--- config.mk ---
export PLATFORM = sky130hd
export DESIGN_NAME = layer_ctrl_regs
export DESIGN_NICKNAME = d
export VERILOG_FILES = /design/src/verilog/colmix_pkg.sv /design/src/verilog/layer_ctrl_regs.sv
export VERILOG_INCLUDE_DIRS = /design/src /design/src/verilog
export SDC_FILE = /design/constraint.sdc
export NUM_CORES = 1
export LEC_CHECK = 0
export ABC_CLOCK_PERIOD_IN_PS = 1700
export BUFFER_PORTS_ARGS = -buffer_cell sky130_fd_sc_hd__buf_2
export CAP_MARGIN = 15
export CORE_ASPECT_RATIO = 1.25
export CORE_MARGIN = 1.5
export CORE_UTILIZATION = 30
export CTS_BUF_LIST = sky130_fd_sc_hd__clkbuf_8
export CTS_CLUSTER_DIAMETER = 120
export CTS_CLUSTER_SIZE = 30
export DETAILED_ROUTE_END_ITERATION = 12
export HOLD_SLACK_MARGIN = 0.08
export PLACE_DENSITY = 0.7
export SLEW_MARGIN = 20
export SYNTH_ARGS = -nofsm -noshare
export SYNTH_HDL_FRONTEND = slang
export SYNTH_SLANG_ARGS = --single-unit
--- constraint.sdc ---
create_clock -name clk -period 1.7 [get_ports clk]
set_input_delay 0.34 -clock clk [delete_from_list [all_inputs] [get_ports clk]]
set_output_delay 0.34 -clock clk [all_outputs]
set_load 0.005 [all_outputs]
--- src/verilog/colmix_consts.svh ---
// ~~~~~~~~~~~~~~~~~~~~~~~~~~~~~~
// width and address map constants of the colour mixer
// pixel words are prio over col, the low 4 col bits are the index
// index 15 marks a transparent pixel on either layer
// host addresses with bit 12 set go to the palette space
// ~~~~~~~~~~~~~~~~~~~~~~~~~~~~~~

`ifndef COLMIX_CONSTS_SVH
`define COLMIX_CONSTS_SVH

// full pixel word, also the palette address width
`define PXL_W 12

// colour part of a pixel, palette bank plus index
`define COL_W 9

// layer priority field on top of the colour
`define PRIO_W 3

// colour index that leaves the pixel transparent
`define BLANK_IDX 15

// host bus widths
`define HOST_AW 13
`define HOST_DW 16

// set means palette entry, clear means register space
`define PAL_SEL_BIT 12

// the only register in the register space
`define CTRL_ADDR 0

`endif

--- src/verilog/colmix_pkg.sv ---
// ~~~~~~~~~~~~~~~~~~~~~~~~~~~~~~
// struct types shared by the colour mixer blocks
// field widths come from colmix_consts.svh
// reserved control bits are stored but never decoded
// ~~~~~~~~~~~~~~~~~~~~~~~~~~~~~~

`include "colmix_consts.svh"

package colmix_pkg;

    // one layer pixel as it leaves the tile or sprite engine
    typedef struct packed {
        logic [`PRIO_W-1:0] prio;
        // low 4 bits are the colour index
        logic [`COL_W-1:0]  col;
    } pxl_t;

    // layer control register as the host writes it
    typedef struct packed {
        logic [1:0]  rsv_hi;
        // zero forces objects above every scroll layer
        logic [1:0]  obj_top_n;
        logic [10:0] rsv_mid;
        // objects visible
        logic        obj_en;
    } layer_ctrl_t;

    // host write, held stable while req is high
    typedef struct packed {
        logic [`HOST_AW-1:0] addr;
        logic [`HOST_DW-1:0] data;
    } host_wr_t;

    // palette write, we lasts one clock
    typedef struct packed {
        logic                we;
        logic [`PXL_W-1:0]   addr;
        logic [`HOST_DW-1:0] data;
    } pal_wr_t;

    // palette word, brightness on top of 4-bit channels
    typedef struct packed {
        logic [3:0] br;
        logic [3:0] r;
        logic [3:0] g;
        logic [3:0] b;
    } pal_entry_t;

    // scaled colour going out to the video DAC
    typedef struct packed {
        logic [7:0] r;
        logic [7:0] g;
        logic [7:0] b;
    } rgb_t;

endpackage

--- src/verilog/layer_ctrl_regs.sv ---
// ~~~~~~~~~~~~~~~~~~~~~~~~~~~~~~
// host write port, four-phase req/ack slave
// the write lands on the edge that raises ack
// wr must stay stable while req is high
// writes outside the map are acked and dropped
// no host reads
// ~~~~~~~~~~~~~~~~~~~~~~~~~~~~~~

`timescale 1ns/1ps

`include "colmix_consts.svh"

module layer_ctrl_regs (
    input  logic                     clk,
    input  logic                     rst_n,

    // host handshake
    input  logic                     req,
    output logic                     ack,
    input  colmix_pkg::host_wr_t     wr,

    // decoded outputs
    output colmix_pkg::layer_ctrl_t  ctrl,
    output colmix_pkg::pal_wr_t      pal_wr
);

    import colmix_pkg::*;

    // slave side of the handshake
    typedef enum logic {
        ST_IDLE,
        ST_ACKED
    } hs_state_t;

    hs_state_t   state;
    logic        accept;
    logic        pal_hit;
    logic        ctrl_hit;
    layer_ctrl_t ctrl_q;

    // a new write only counts while ack is low
    assign accept = req && (state == ST_IDLE);

    // palette space wins over the register map
    assign pal_hit  = wr.addr[`PAL_SEL_BIT];
    assign ctrl_hit = !pal_hit && (wr.addr == `HOST_AW'(`CTRL_ADDR));

    // ack follows the state, so it rises on the accepting edge
    assign ack = (state == ST_ACKED);

    always_ff @(posedge clk) begin
        if (!rst_n) begin
            state <= ST_IDLE;
        end else begin
            case (state)
                ST_IDLE: begin
                    if (req) begin
                        state <= ST_ACKED;
                    end
                end
                // hold ack until the host lets req go
                ST_ACKED: begin
                    if (!req) begin
                        state <= ST_IDLE;
                    end
                end
                default: begin
                    state <= ST_IDLE;
                end
            endcase
        end
    end

    // layer control, loaded on the accepting edge
    always_ff @(posedge clk) begin
        if (!rst_n) begin
            ctrl_q <= '0;
        end else if (accept && ctrl_hit) begin
            ctrl_q <= layer_ctrl_t'(wr.data);
        end
    end

    assign ctrl = ctrl_q;

    // palette write strobe is live only in the accepting cycle
    // the ram samples it on that same edge
    always_comb begin
        pal_wr.we   = accept && pal_hit;
        pal_wr.addr = wr.addr[`PXL_W-1:0];
        pal_wr.data = wr.data;
    end

endmodule

======== Word level (Yosys, flattened, before mapping) ========
Cells that the tools add are included.
word-level totals
  register bits after elaboration ......... 17
  input port bits ......................... 32
  output and inout port bits .............. 46
  word-level logic and storage cells ...... 13
operators by class
  mux-type cells .......................... 1
  bitwise logic cells ..................... 1
  reductions and logical operators ........ 6
operator list
  kind                count
  13-bit logical NOT  1
  1-bit logical AND   4
  1-bit logical NOT   1
  1-bit two-way mux   1
  1-bit inverter      1

======== Depth between registers and ports, before layout ========
  word-level depth ........................ 3
  depth in mapped cells ................... 4
  depth with buffers taken out ............ 3

======== Worst setup path before layout ========
No wires, ideal clock.
  kind .................................... register to register
  start point ............................. reg state (netlist: ack)
  end point ............................... reg ctrl_q (netlist bit ctrl[10])
  setup time .............................. 0.120 ns
  arrival ................................. 1.158 ns
  data required time ...................... 1.580 ns
  slack ................................... 0.422 ns
  stages on the path, launching flop included .. 5
  path buffers ............................ 1
  period minus slack after synthesis ...... 1.278 ns
  cells stage by stage .................... dfxtp_1 -> nor4b_4 -> nand4_4 -> buf_6 -> mux2i_1
on the way
  longest elaborated chain between the ends .. 3
RTL lines
  element                   line                   source
  start: declaration        layer_ctrl_regs.sv:35  hs_state_t state;
  start signal: assignment  layer_ctrl_regs.sv:53  state <= ST_IDLE;
  start signal: assignment  layer_ctrl_regs.sv:58  state <= ST_ACKED;
  start signal: assignment  layer_ctrl_regs.sv:64  state <= ST_IDLE;
  1-bit inverter            -
  1-bit logical AND         layer_ctrl_regs.sv:42  assign accept = req && (state == ST_IDLE);
  1-bit logical AND         layer_ctrl_regs.sv:78  end else if (accept && ctrl_hit) begin
  end signal: assignment    layer_ctrl_regs.sv:79  ctrl_q <= layer_ctrl_t'(wr.data);
  end: declaration          layer_ctrl_regs.sv:39  layer_ctrl_t ctrl_q;
Every way passes these cells.
A chain may end at the register's enable or synchronous reset.

======== Final worst setup path ========
  start point ............................. reg state (netlist: ack)
  end point ............................... reg ctrl_q (netlist bit ctrl[14])
The elaborated chain is that of the path after synthesis.

==> results.json <==
{
  "path_class": "reg2reg",
  "mostFrequentLayoutCell": "buf_2",
  "min_period_over_period_pct": 76.88,
  "via_per_inst": 4.316,
  "drc": 0,
  "syn_inst": 105,
  "synth.ff_latch_count": 17,
  "critPathBufInv": 1,
  "critPathTopFamily": "simple AND/OR/NAND/NOR gates",
  "dr.pass1.iters": 4,
  "grt_pass1_wl_um": 3001,
  "gr-total-overflow": 0,
  "grt_max_degree": 34,
  "num_rows": 22,
  "relSlewSlack_pct": 64.57,
  "grt_pass1_vias": 740,
  "cts-hold-fix-buffers": 0,
  "fin_nets": 187,
  "routed_wl_um": 1964,
  "fmax_ghz": 0.7651,
  "clockRootBuffer": "clkbuf_8",
  "arrival_ns": 1.44,
  "worstPathCellList": "nor4b_4 -> nand4_4 -> buf_4 -> mux2i_1",
  "drt-initial-drc-count": 3,
  "clock_sinks": 17,
  "htreeDepth": 1,
  "antenna_cells": 0,
  "finClkSkew_ns": 0.002109,
  "gp_congestion": 0.5999,
  "placedInstanceArea_um2": 1166,
  "worstSetupEndpointType": "register",
  "required_ns": 1.83,
  "clk_latency_ns": 0.25,
  "ant_nets": 0,
  "wl_per_cell_um": 10.34,
  "numCtsBuffers": 3,
  "p_leak_nw": 0.7391,
  "max-vdd-ir-drop_uv": 339.5,
  "rsz0062_at_grt": "no",
  "maxCapViolations": 0,
  "worst_path_max_delay_cell": "dfxtp_1",
  "path_max_fanout": 16,
  "setup_tns_ns": 0,
  "finalSetupViolCount": 0,
  "synth_cell_types": 12,
  "tightest_slew_ns": 0.5315,
  "status": "complete, no violations",
  "grt_usage_pct": 11.67,
  "seq_area_frac_synth_pct": 35.28,
  "layout_common_cells": "77 x buf_2, 32 x nand2_1, 17 x dfxtp_1",
  "hp-class": "in2reg",
  "pin_count": 78,
  "ctsResizeCount": 0,
  "clkTransAtPathRegs_ns": 0.06,
  "post-route-util_pct": 40.37,
  "startpoint_type": "register",
  "drive_gt1_share_pct": 55.19,
  "port_buffers": 77,
  "clk_path_buf_depth": 2,
  "drv_slew": 0,
  "yosysWarningCount": 0,
  "fin_crit_ns": 1.307,
  "via_count": 820,
  "critPathMaxStageDelay_ns": 0.34,
  "grt_antenna_before_repair": 0,
  "start_util_pct": 32.15,
  "design.core.area_um2": 3000,
  "dp_hpwl_um": 1525,
  "syn_nets": 137,
  "finalInstanceArea_um2": 1211,
  "post_cts_buffers": 0,
  "cts_tree": "yes",
  "dieHeight_um": 66.40,
  "power_density_nw_per_um2": 669.2,
  "synth_area_um2": 964.7,
  "synth_area_per_cell_um2": 9.187,
  "syn_to_final_growth_pct": 25.55,
  "report.final.hold_viol_count": 0,
  "fp.dieArea_um2": 3567,
  "fill_cells": 320,
  "die_x_um": 53.72
}
==> synthesized netlist by cell type (all sizes together) <==
library cell  count  area (um^2)
dfxtp            17        340.3
mux2i            16        160.2
nor4              2        42.54
nand2            32        120.1
nand4             1        21.27
buf              29        221.5
nor3              1        5.000
and2              1        6.260
nor4b             1        23.77
and3b             1        8.760
clkbuf            4        15.01
==> where the power goes <==
group	switching (mW)	total [mW]	internal [mW]
registers	0.00154	0.401	0.400
clock network	0.131	0.291	0.160
logic	0.0579	0.118	0.0601
==> final timing paths <==
kind                 from        to  slack, ns  cells after the start
setup / recovery      ack  ctrl[14]       0.39                      4
hold / removal        req       ack       0.33                      2
setup reg to reg      ack  ctrl[14]       0.39                      4
hold reg to reg   ctrl[7]   ctrl[7]       0.45                      2
==> registers in the layout, summed over array words and instances (netlist names) <==
signal / cells
ctrl: 16
ack: 1
==> metal layers <==
layer,vias up,global-route usage (%),wire length [um]
li1,410,-,-
met1,347,12.07,712
met4,0,6.731,39
met5,-,0,0
met2,58,20.73,970
met3,5,2.489,242
==> kinds of logic after synthesis <==
| group | count (synthesis) | synth area share [%] |
|---|---|---|
| flops | 17 | 35.28 |
| simple gates | 39 | 23.61 |
| mux | 16 | 16.60 |
| buf+inv | 33 | 24.51 |
==> stage by stage <==
step / hold slack [ns] / cells / power, mW / setup slack, ns
floorplan: 0.4544 / 105 / 0.4914 / 0.4224
global placement: 0.4430 / 186 / 0.5288 / 0.2669
detailed placement: 0.4473 / 186 / 0.5298 / 0.1918
CTS: 0.3250 / 190 / 0.8279 / 0.3734
global route: 0.3392 / 190 / 0.8613 / 0.3177
finish: 0.3305 / 190 / 0.8105 / 0.3930
==> layout make-up <==
class | count | area [um^2] | share of cell area, %
timing repair buffer | 78 | 392.9 | 32.44
multi-input combinational | 55 | 387.9 | 32.02
sequential | 17 | 340.3 | 28.10
tap | 36 | 45.04 | 3.719
clock buffer | 3 | 41.29 | 3.409
clock inverter | 1 | 3.754 | 0.3099
Power figures use the tool's default switching activity.
