$ cat src/verilog/colmix_consts.svh
// ~~~~~~~~~~~~~~~~~~~~~~~~~~~~~~
// width and address map constants of the colour mixer
// pixel words are prio over col, the low 4 col bits are the index
// index 15 marks a transparent pixel on either layer
// host addresses with bit 12 set go to the palette space
// ~~~~~~~~~~~~~~~~~~~~~~~~~~~~~~

`ifndef COLMIX_CONSTS_SVH
`define COLMIX_CONSTS_SVH

// full pixel word, also the palette address width
`define PXL_W 12

// colour part of a pixel, palette bank plus index
`define COL_W 9

// layer priority field on top of the colour
`define PRIO_W 3

// colour index that leaves the pixel transparent
`define BLANK_IDX 15

// host bus widths
`define HOST_AW 13
`define HOST_DW 16

// set means palette entry, clear means register space
`define PAL_SEL_BIT 12

// the only register in the register space
`define CTRL_ADDR 0

`endif

$ cat src/verilog/colmix_pkg.sv
// ~~~~~~~~~~~~~~~~~~~~~~~~~~~~~~
// struct types shared by the colour mixer blocks
// field widths come from colmix_consts.svh
// reserved control bits are stored but never decoded
// ~~~~~~~~~~~~~~~~~~~~~~~~~~~~~~

`include "colmix_consts.svh"

package colmix_pkg;

    // one layer pixel as it leaves the tile or sprite engine
    typedef struct packed {
        logic [`PRIO_W-1:0] prio;
        // low 4 bits are the colour index
        logic [`COL_W-1:0]  col;
    } pxl_t;

    // layer control register as the host writes it
    typedef struct packed {
        logic [1:0]  rsv_hi;
        // zero forces objects above every scroll layer
        logic [1:0]  obj_top_n;
        logic [10:0] rsv_mid;
        // objects visible
        logic        obj_en;
    } layer_ctrl_t;

    // host write, held stable while req is high
    typedef struct packed {
        logic [`HOST_AW-1:0] addr;
        logic [`HOST_DW-1:0] data;
    } host_wr_t;

    // palette write, we lasts one clock
    typedef struct packed {
        logic                we;
        logic [`PXL_W-1:0]   addr;
        logic [`HOST_DW-1:0] data;
    } pal_wr_t;

    // palette word, brightness on top of 4-bit channels
    typedef struct packed {
        logic [3:0] br;
        logic [3:0] r;
        logic [3:0] g;
        logic [3:0] b;
    } pal_entry_t;

    // scaled colour going out to the video DAC
    typedef struct packed {
        logic [7:0] r;
        logic [7:0] g;
        logic [7:0] b;
    } rgb_t;

endpackage

$ cat src/verilog/prio_mixer.sv
// ~~~~~~~~~~~~~~~~~~~~~~~~~~~~~~
// picks scroll or object pixel per pixel clock
// one register stage, advances only with pxl_cen
// an object pixel leaves with its prio cleared
// ~~~~~~~~~~~~~~~~~~~~~~~~~~~~~~

`timescale 1ns/1ps

`include "colmix_consts.svh"

module prio_mixer (
    input  logic                     clk,
    input  logic                     rst_n,
    input  logic                     pxl_cen,

    input  colmix_pkg::layer_ctrl_t  ctrl,

    input  colmix_pkg::pxl_t         scr_pxl,
    input  colmix_pkg::pxl_t         obj_pxl,
    output colmix_pkg::pxl_t         pxl
);

    import colmix_pkg::*;

    logic scr_blank;
    logic obj_blank;
    logic obj_top;
    logic obj_first;
    logic use_scr;
    pxl_t obj_out;
    pxl_t nxt_pxl;

    // transparent when the colour index hits the blank code
    assign scr_blank = (scr_pxl.col[3:0] == 4'(`BLANK_IDX));
    assign obj_blank = (obj_pxl.col[3:0] == 4'(`BLANK_IDX));

    // zero in obj_top_n puts objects over everything
    assign obj_top = (ctrl.obj_top_n == 2'b00);

    always_comb begin
        // low two prio bits rank the object against the scroll layer
        case (obj_pxl.prio[1:0])
            2'b10,
            2'b11:   obj_first = 1'b1;
            // only scroll layer 1 sits above these
            default: obj_first = (scr_pxl.prio != 3'd1);
        endcase
        if (obj_top) begin
            obj_first = 1'b1;
        end

        // the losing layer shows through a blank winner
        if (obj_first) begin
            use_scr = obj_blank;
        end else begin
            use_scr = !scr_blank;
        end
    end

    // object colour only, priority is not passed on
    always_comb begin
        obj_out      = obj_pxl;
        obj_out.prio = '0;
    end

    // objects switched off means scroll only
    assign nxt_pxl = (!ctrl.obj_en || use_scr) ? scr_pxl : obj_out;

    always_ff @(posedge clk) begin
        if (!rst_n) begin
            pxl <= '0;
        end else if (pxl_cen) begin
            pxl <= nxt_pxl;
        end
    end

endmodule

$ cat config.mk
export PLATFORM = sky130hd
export DESIGN_NAME = prio_mixer
export DESIGN_NICKNAME = d
export VERILOG_FILES = /design/src/verilog/colmix_pkg.sv /design/src/verilog/prio_mixer.sv
export VERILOG_INCLUDE_DIRS = /design/src /design/src/verilog
export SDC_FILE = /design/constraint.sdc
export NUM_CORES = 1
export LEC_CHECK = 0
export BUFFER_PORTS_ARGS = -buffer_cell sky130_fd_sc_hd__buf_2
export CAP_MARGIN = 5
export CORE_ASPECT_RATIO = 1.25
export CORE_UTILIZATION = 35
export CTS_BUF_LIST = sky130_fd_sc_hd__clkbuf_4
export CTS_CLUSTER_SIZE = 10
export DETAILED_ROUTE_END_ITERATION = 10
export GPL_TIMING_DRIVEN = 0
export PLACE_DENSITY = 0.78
export SYNTH_ARGS = -nofsm -noshare
export SYNTH_HDL_FRONTEND = slang
export SYNTH_SLANG_ARGS = --single-unit
export TNS_END_PERCENT = 100
$ cat constraint.sdc
create_clock -name clk -period 1.4 [get_ports clk]
set_input_delay 0.28 -clock clk [delete_from_list [all_inputs] [get_ports clk]]
set_output_delay 0.28 -clock clk [all_outputs]
set_load 0.01 [all_outputs]
Word level (Yosys, flattened, before mapping) --
Cells that the tools add are included.
Cells by class: equality and inequality tests 5, mux-type cells 4, reductions and logical operators 5
Operator list (count):
- 12-bit 2-to-1 mux | 1
- 4-bit equality test (second input constant) | 2
- 2-bit equality test (second input constant) | 2
- 1-bit 2-to-1 mux | 3
- 3-bit by 1-bit inequality test with 1-bit output (second input constant) | 1
- 1-bit zero test | 2
- 2-bit zero test | 1
- 2-bit OR reduction | 1
- 1-bit logical OR | 1
Storage, ports and cells: flip-flop bits (word level) 12, input port bits 43

Logic depth before layout (Yosys ltp) --
Gate-level depths: netlist (run 1).
word-level depth 7, mapped depth 5

Least setup slack after synthesis (run 1) --
OpenSTA, ideal clock, no wires.
path kind input to register, from input scr_pxl[10] (netlist bit), to register pxl[0] (netlist bit), library setup time 121 ps, arrival time 1367 ps, data required time 1279 ps, setup slack -89 ps, cell stages on the path 4, cell sequence or4b_4 > o211a_1 > a22oi_1 > a21oi_1
On the way: word-level cells in the longest chain between the ends 6
Ends and longest elaborated chain:
- from (decl) | RTL line prio_mixer.sv:18 | input colmix_pkg::pxl_t scr_pxl,
- 3-bit by 1-bit inequality test with 1-bit output | RTL line prio_mixer.sv:46 | default: obj_first = (scr_pxl.prio != 3'd1);
- 1-bit 2-to-1 mux | RTL line prio_mixer.sv:42 | case (obj_pxl.prio[1:0])
- 1-bit 2-to-1 mux | RTL line prio_mixer.sv:48 | if (obj_top) begin
- 1-bit 2-to-1 mux | RTL line prio_mixer.sv:53 | if (obj_first) begin
- 1-bit logical OR | RTL line prio_mixer.sv:67 | assign nxt_pxl = (!ctrl.obj_en || use_scr) ? scr_pxl : obj_out;
- 12-bit 2-to-1 mux | RTL line prio_mixer.sv:67
- to (signal assigned) | RTL line prio_mixer.sv:73 | pxl <= nxt_pxl;
- to (decl) | RTL line prio_mixer.sv:20 | output colmix_pkg::pxl_t pxl
No other way between the ends. A chain may end at the register's enable or synchronous reset.

Final worst setup path (run 1) --
from input scr_pxl[11] (netlist bit), to register pxl[5] (netlist bit)
Same word-level chain as after synthesis.

==> impl_metrics.py, run 1 <==
metrics = {
    "run_status": {
        "outcome": "complete, no violations",
    },
    "synth": {
        "synth-edff-count": 0,
        "async_reset_ff_share_pct": 0,
        "syn_nets": 116,
        "ys_ff_latch": 12,
        "synthTopCellsByArea": "dfxtp_1, o21ai_0, a31oi_1",
        "syn_avg_cell_area_um2": 8.78,
        "synth_top_cell_by_area": "dfxtp_1",
        "synthFlopType": "dfxtp_1",
        "synth.most_common_cell": "o21ai_0",
        "synth_common_cells": "o21ai_0, dfxtp_1, a31oi_1, nand3_1, nand4_1",
        "synth_cell_type_count": 25,
        "syn-cell-area_um2": 641,
        "yosysWarnings": 0,
        "synth-seq-area-share_pct": 37.5,
        "synth_top_area_share_pct": 37.5,
        "synthCells": 73,
    },
    "timing": {
        "fin_ws_ps": 4.23,
        "whs_ps": 254,
        "setup_viol": 0,
        "tightest_slew_ps": 453,
        "slew_headroom_pct": 69.7,
        "post-route-min-period_ps": 1400,
        "slew_violations": 0,
        "skew_ps": 0,
        "fin_setup_tns_ps": 0,
        "fin_crit_sh_pct": 99.7,
        "max_freq_mhz": 716,
        "final_hold_viol_count": 0,
    },
    "die": {
        "ios": 55,
        "core_um2": 1640,
        "die_w_um": 40.3,
        "fp.dieArea_um2": 2010,
        "rows": 16,
        "die_h_um": 49.8,
        "start_util_pct": 39.0,
    },
    "cts": {
        "clock_path_buffers": 2,
        "cts_tree": "built",
        "cts.sinks": 12,
        "path_clk_slew_ps": 80,
        "htreeDepth": 1,
        "root_buffer": "clkbuf_4",
        "cts_buffers": 3,
        "clk_latency_ps": 270,
    },
    "critical_path": {
        "path_max_fanout": 5,
        "required_ps": 1600,
        "worst_setup_path_start_kind": "input pin",
        "crit_type": "in -> reg",
        "reg2reg_from": "pxl[2]",
        "cp_data_arrival_time_ps": 1600,
        "ff2ff_path_depth": 2,
        "critPathCapture": "pxl[5]",
        "reg2reg_slack_ps": 720,
        "worstReg2RegEnd": "pxl[2]",
        "endpoint_kind": "flop",
        "crit_start": "scr_pxl[11]",
    },
    "pwr": {
        "ir_drop_mv": 0.483,
        "p_total_uw": 789,
        "power.density_nw_per_um2": 853,
        "p_leak_uw": 0.000425,
    },
    "finish": {
        "top_register": "pxl",
        "seq_area_um2": 240,
        "area_growth_pct": 44.3,
        "largest_reg_flops": 12,
        "antenna_cells": 0,
        "multi_input_area_um2": 365,
        "n_fill_cell": 167,
        "drive_gt1_share_pct": 45.3,
        "reg_top3": "pxl x12",
        "fin_nets": 161,
        "fin_area_um2": 925,
    },
    "drt": {
        "routed_wl_um": 1950,
        "vias": 785,
        "ant_nets": 0,
        "drc": 0,
        "firstDrtPassIters": 4,
        "routedWlPerCell_um": 14.5,
        "vias_per_cell": 5.81,
        "drtIter0Drc": 39,
    },
    "flow_run": {
        "maxCapViolCount": 0,
    },
    "placement": {
        "gp_congestion": 0.794,
        "dpl_cell_area_um2": 866,
        "place_hpwl_um": 1350,
        "dp_slack_ps": -291,
        "io_buffers": 39,
    },
    "grt": {
        "grt_use_total_pct": 18.0,
        "antenna_found_initial": 0,
        "grt_pass1_vias": 607,
        "grt_max_degree": 11,
        "grt_pass1_wl_um": 2510,
        "grt_overflow": 0,
    },
    "min_path": {
        "hold_path.class": "in -> reg",
    },
}
## layout make-up
type	count	share of cell area [%]
Timing Repair Buffer	40	22.6
Multi-Input combinational cell	54	39.5
Sequential cell	12	26.0
Tap cell	18	2.44
Inverter	1	0.406
Buffer	6	6.22
Clock inverter	1	0.406
Clock buffer	3	2.44
## worst max-delay path, cell delays in order
cell and delay [ps]:
buf_2 110, or4b_4 550, o211ai_4 220, buf_4 180
nand3_1 80, a31oi_1 160
## worst min path at each step
stage               startpoint  endpoint  slack [ps]  cells after the start
global route        scr_pxl[5]    pxl[5]         260                      3
detailed placement     pxl[11]   pxl[11]         460                      2
finish                   rst_n    pxl[7]         250                      3
CTS                      rst_n    pxl[7]         260                      3
global placement       pxl[11]   pxl[11]         460                      2
floorplan                rst_n    pxl[6]         420                      2
## where the power goes
part	total, uW	internal (uW)	switching [uW]
registers	374	364	9.38
clock network	227	103	124
logic	188	92.2	95.4
## placed cells by master, fill, tap and decap left out, drive strengths merged
cell type	instances
inv	1
a21boi	3
o311ai	1
o211ai	1
nand3	8
a31oi	8
o21ai	17
nand4b	1
or4b	1
clkinv	1
nor2	1
a22oi	1
dfxtp	12
and4b	1
nand2b	3
buf	43
bufbuf	1
clkbuf	5
nor4b	1
a21oi	1
o211a	1
nand4	4
and4	1
## per-layer routing
layer	GRT usage [%]	wire length, um	vias up	part of all wire (%)
met2	27.2	946	49	48
met1	23.0	842	354	43
met3	2.70	134	7	6.9
met4	11.1	29	0	1.5
li1	-	-	375	-
met5	0	0	-	0
## cell families after synthesis
family	after synthesis	synth area share (%)
AO/OA/AOI/OAI	33	31.4
flip-flops	12	37.5
AND/OR/NAND/NOR	21	21.5
buffers and inverters	7	9.57
## metrics by stage
| stage | instances | util (%) |
|---|---|---|
| finish | 135 | 56.3 |
| global route | 135 | 56.3 |
| CTS | 134 | 54.3 |
| detailed placement | 130 | 52.7 |
| global placement | 130 | 52.7 |
| floorplan | 73 | - |
## timing repair
action,4_1_cts,5_1_grt
endpoints found under the setup margin,1,6
cloned,0,1
pin swaps,1,2
hold buffers,0,0
buffers inserted,0,0
gates resized for setup,0,10
(Power assumes the default switching activity.)
==> run 2, diff against run 1 <==
GPL_TIMING_DRIVEN = not set   (was 0)
==> run 2 against run 1 <==
  * Fmax increased by 1.8%
  * Design area shrank 6.5%
  * Total power decreased by 4.0%
  * Wire length decreased by 12%
  * Setup slack gained 25 ps
  * Via count shrank 3.4%
  * Sequential power hardly changed
  * Die area did not move
  * First-iteration DRC count down 44%
  * Critical path depth unchanged
  * Hold slack better by 14 ps
  * Largest cell class unchanged
==> impl_metrics.py, run 2 (synthesized netlist as in run 1, its figures left out) <==
metrics = {
    "grt": {
        "grt_use_total_pct": 18.6,
        "grt_pass1_vias": 617,
        "grt_pass1_wl_um": 2640,
        "grt_overflow": 0,
        "grt_max_degree": 25,
        "antenna_found_initial": 0,
    },
    "critical_path": {
        "reg2reg_slack_ps": 670,
        "endpoint_kind": "flop",
        "crit_start": "scr_pxl[10]",
        "cp_slowest_cell": "or4b_4",
        "path_cells": "buf_2 > or4b_4 > o211ai_2 > buf_4 > nand3_1 > a31oi_1",
        "critPathCapture": "pxl[5]",
        "required_ps": 1600,
        "ff2ff_path_depth": 2,
        "worst_setup_path_start_kind": "input pin",
        "reg2reg_from": "pxl[1]",
        "cpPeakStageDelay_ps": 560,
        "crit_type": "in -> reg",
        "worstReg2RegEnd": "pxl[1]",
        "path_max_fanout": 8,
        "cp_data_arrival_time_ps": 1570,
    },
    "finish": {
        "fin_nets": 158,
        "final_util_pct": 52.7,
        "antenna_cells": 0,
        "reg_top3": "pxl x12",
        "largest_reg_flops": 12,
        "layout_commonest_cell": "buf_2",
        "mostFrequentLayoutCells": "buf_2, o21ai_0, dfxtp_1",
        "top_register": "pxl",
        "n_fill_cell": 163,
        "drive_gt1_share_pct": 43.0,
        "area_growth_pct": 35.0,
    },
    "timing": {
        "whs_ps": 268,
        "post-route-min-period_ps": 1370,
        "setup_viol": 0,
        "slew_violations": 0,
        "slew_headroom_pct": 72.8,
        "rsz0062_at_grt": "yes",
        "fin_crit_sh_pct": 97.9,
        "final_hold_viol_count": 0,
        "fin_ws_ps": 28.9,
        "max_freq_mhz": 729,
        "tightest_slew_ps": 402,
        "skew_ps": 0,
    },
    "die": {
        "core_um2": 1640,
        "rows": 16,
        "fp.dieArea_um2": 2010,
        "start_util_pct": 39.0,
        "die_h_um": 49.8,
        "die_w_um": 40.3,
        "ios": 55,
    },
    "run_status": {
        "outcome": "complete, no violations",
    },
    "drt": {
        "routed_wl_um": 1710,
        "ant_nets": 0,
        "firstDrtPassIters": 4,
        "vias": 758,
        "routedWlPerCell_um": 13.0,
        "vias_per_cell": 5.74,
        "drc": 0,
        "drtIter0Drc": 22,
    },
    "cts": {
        "ctsHoldBuffers": 0,
        "root_buffer": "clkbuf_4",
        "htreeDepth": 1,
        "cts_buffers": 3,
        "cts_resized": 0,
        "clock_path_buffers": 2,
        "cts_setup_buffers": 0,
        "cts_tree": "built",
        "path_clk_slew_ps": 80,
        "clk_latency_ps": 270,
        "cts.sinks": 12,
    },
    "pwr": {
        "power.density_nw_per_um2": 876,
        "p_leak_uw": 0.000398,
        "ir_drop_mv": 0.322,
    },
    "flow_run": {
        "maxCapViolCount": 0,
    },
    "placement": {
        "gp_congestion": 0.807,
        "io_buffers": 39,
        "dp_slack_ps": -258,
        "place_hpwl_um": 1290,
    },
    "min_path": {
        "hold_path.class": "in -> reg",
    },
}
-- run 2: worst max-delay path, delay by kind of cell --
| kind | cells | cell delay, ps |
|---|---|---|
| and+or+nand+nor | 2 | 640 |
| buffers and inverters | 2 | 290 |
| AOI/OAI and AO/OA | 2 | 350 |
-- run 2: metrics by stage --
step                      power, uW  setup TNS, ps  instance area [um^2]  std cells
final                           757              0                   865        132
after global routing            813           -112                   865        132
after CTS                       765              0                   865        132
after detailed placement        547          -2830                   838        128
after global placement          543          -2670                   838        128
after floorplan                 471           -443                   648         73
-- run 2: worst min path at each step --
stage | start | end | slack, ps | depth (start not counted)
floorplan | rst_n | pxl[6] | 420 | 2
global placement | pxl[10] | pxl[10] | 450 | 2
detailed placement | pxl[11] | pxl[11] | 460 | 2
CTS | scr_pxl[4] | pxl[4] | 270 | 3
global route | obj_pxl[5] | pxl[5] | 270 | 3
finish | scr_pxl[4] | pxl[4] | 270 | 3
-- run 2: area by class of cell --
cell class,instances,area [um^2],share of cell area (%)
clock buffer,3,22.5,2.60
clock inverter,1,3.75,0.434
inverter,1,3.75,0.434
multi-input combinational,54,347,40.1
sequential,12,240,27.8
tap,18,22.5,2.60
timing repair buffer,43,225,26.0
-- run 2: layer usage --
metal	wire length, um	track usage (%)	share of wire (%)	up-vias
met4	20	8.89	1.2	0
met1	705	23.2	41	342
met5	0	0	0	-
met3	151	1.35	8.8	4
met2	836	30.4	49	45
li1	-	-	-	367
-- run 2: report_power, final --
group	leakage, uW	internal (uW)	switching, uW
Combinational	0.000283	81.9	85.0
Clock	0.0000154	103	114
Sequential	0.0000993	364	9.46
==> run 3, diff against run 2 <==
CELL_PAD_IN_SITES_DETAIL_PLACEMENT = 1   (was not set)
CELL_PAD_IN_SITES_GLOBAL_PLACEMENT = 1   (was not set)
CORE_UTILIZATION = 23   (was 35)
PLACE_DENSITY = 0.77   (was 0.78)
SETUP_SLACK_MARGIN = 0.2   (was not set)
==> run 3 against run 2 <==
  * Count of clock-buffer cells in the layout unchanged
  * Design area increased by 10%
  * Sequential cell count unchanged
  * Wire length rose by 21%
  * Global-route usage fell by 4.3 points
==> impl_metrics.py, run 3 (synthesized netlist as in run 1, its figures left out) <==
metrics = {
    "drt": {
        "routedWlPerCell_um": 13.8,
        "firstDrtPassIters": 4,
        "drc": 0,
        "vias": 768,
        "ant_nets": 0,
        "drtIter0Drc": 19,
        "routed_wl_um": 2080,
        "vias_per_cell": 5.09,
    },
    "grt": {
        "grtUsageMet1_pct": 18.7,
        "grt_max_degree": 25,
        "use_met2_pct": 23.1,
        "grt_use_total_pct": 14.2,
        "use_met3_pct": 2.26,
        "grt_overflow": 0,
        "grt_pass1_wl_um": 3250,
        "top_usage_layer": "met2",
        "grt_pass1_vias": 714,
        "antenna_found_initial": 0,
    },
    "cts": {
        "htreeDepth": 1,
        "ctsHoldBuffers": 0,
        "cts.sinks": 12,
        "clk_latency_ps": 270,
        "path_clk_slew_ps": 80,
        "cts_tree": "built",
        "cts_buffers": 3,
        "clock_path_buffers": 2,
        "root_buffer": "clkbuf_4",
    },
    "timing": {
        "tightest_slew_ps": 441,
        "slew_headroom_pct": 70.5,
        "setup_viol": 0,
        "skew_ps": 0,
        "fin_crit_sh_pct": 96.9,
        "rsz0062_at_grt": "yes",
        "max_freq_mhz": 737,
        "final_hold_viol_count": 0,
        "post-route-min-period_ps": 1360,
        "slew_violations": 0,
        "fin_ws_ps": 43.3,
    },
    "finish": {
        "antenna_cells": 0,
        "n_fill_cell": 343,
        "fin_area_um2": 955,
        "top_register": "pxl",
        "drive_gt1_share_pct": 47.9,
        "area_growth_pct": 49.0,
        "largest_reg_flops": 12,
        "layout_commonest_cell": "buf_2",
        "fin_nets": 161,
        "reg_top3": "pxl x12",
        "mostFrequentLayoutCells": "buf_2, dfxtp_1, o21ai_0",
    },
    "critical_path": {
        "required_ps": 1550,
        "crit_type": "in -> reg",
        "endpoint_kind": "flop",
        "cp_data_arrival_time_ps": 1510,
        "path_max_fanout": 4,
        "worst_setup_path_start_kind": "input pin",
    },
    "die": {
        "rows": 21,
        "die_h_um": 61.0,
        "start_util_pct": 24.1,
        "fp.dieArea_um2": 3000,
        "die_w_um": 49.2,
        "core_um2": 2650,
        "ios": 55,
    },
    "flow_run": {
        "maxCapViolCount": 0,
    },
    "pwr": {
        "p_total_uw": 792,
        "p_leak_uw": 0.000426,
        "ir_drop_mv": 0.307,
        "power.density_nw_per_um2": 830,
    },
    "placement": {
        "dpl_cell_area_um2": 878,
        "gp_congestion": 0.722,
        "dp_slack_ps": -303,
        "place_hpwl_um": 1460,
        "io_buffers": 39,
    },
    "run_status": {
        "outcome": "complete, no violations",
    },
    "min_path": {
        "hold_path.class": "in -> reg",
    },
}
-- run 3: cell types whose count changed in the layout (fill, tap and decap cells not counted), moves of 2 or more --
cell,delta
buf_2,-2
nand3_1,-2
nand3_2,+2
o21ai_0,-5
o21ai_1,+5
-- run 3: area by class of cell --
cell class | count | area (um^2) | share of cell area (%)
Multi-Input combinational cell | 55 | 373 | 39.1
Timing Repair Buffer | 45 | 269 | 28.2
Sequential cell | 12 | 240 | 25.2
Tap cell | 34 | 42.5 | 4.46
Clock buffer | 3 | 22.5 | 2.36
Clock inverter | 1 | 3.75 | 0.393
Inverter | 1 | 3.75 | 0.393
-- run 3: path summary, 6_finish.rpt --
kind | slack, ps | depth (start not counted) | from | to
worst min-delay path | 270 | 3 | scr_pxl[7] | pxl[7]
worst max register to register | 740 | 2 | pxl[0] | pxl[0]
worst max-delay path | 40 | 5 | scr_pxl[10] | pxl[7]
worst min register to register | 480 | 2 | pxl[10] | pxl[10]
-- run 3: metrics by stage --
stage	hold slack (ps)	instances	setup TNS, ps	utilization (%)
after floorplan	418	73	-443	-
after global placement	458	145	-2870	33.1
after detailed placement	463	145	-3170	33.1
after CTS	269	151	0	35.4
after global routing	273	151	-24.2	36.0
final	270	151	0	36.0
-- run 3: power by group --
| group | internal [uW] | switching [uW] |
|---|---|---|
| Combinational | 98.5 | 95.8 |
| Sequential | 364 | 9.72 |
| Clock | 103 | 121 |
-- run 3: routing by layer --
layer | share of wire [%] | routed length [um]
met3 | 6.5 | 136
met5 | 0 | 0
met2 | 46 | 965
met1 | 45 | 942
met4 | 1.7 | 35
-- run 3: what timing repair did --
action,4_1_cts,5_1_grt
pin swaps,3,0
gates resized for setup,5,10
setup buffers,1,0
cloned,1,0
endpoints found under the setup margin,12,12
-- run 3: worst max-delay path, cell delays in order --
cell and delay [ps]:
buf_8 100, or4b_4 570, o211a_2 300, o21ai_1 160, a31oi_1 100
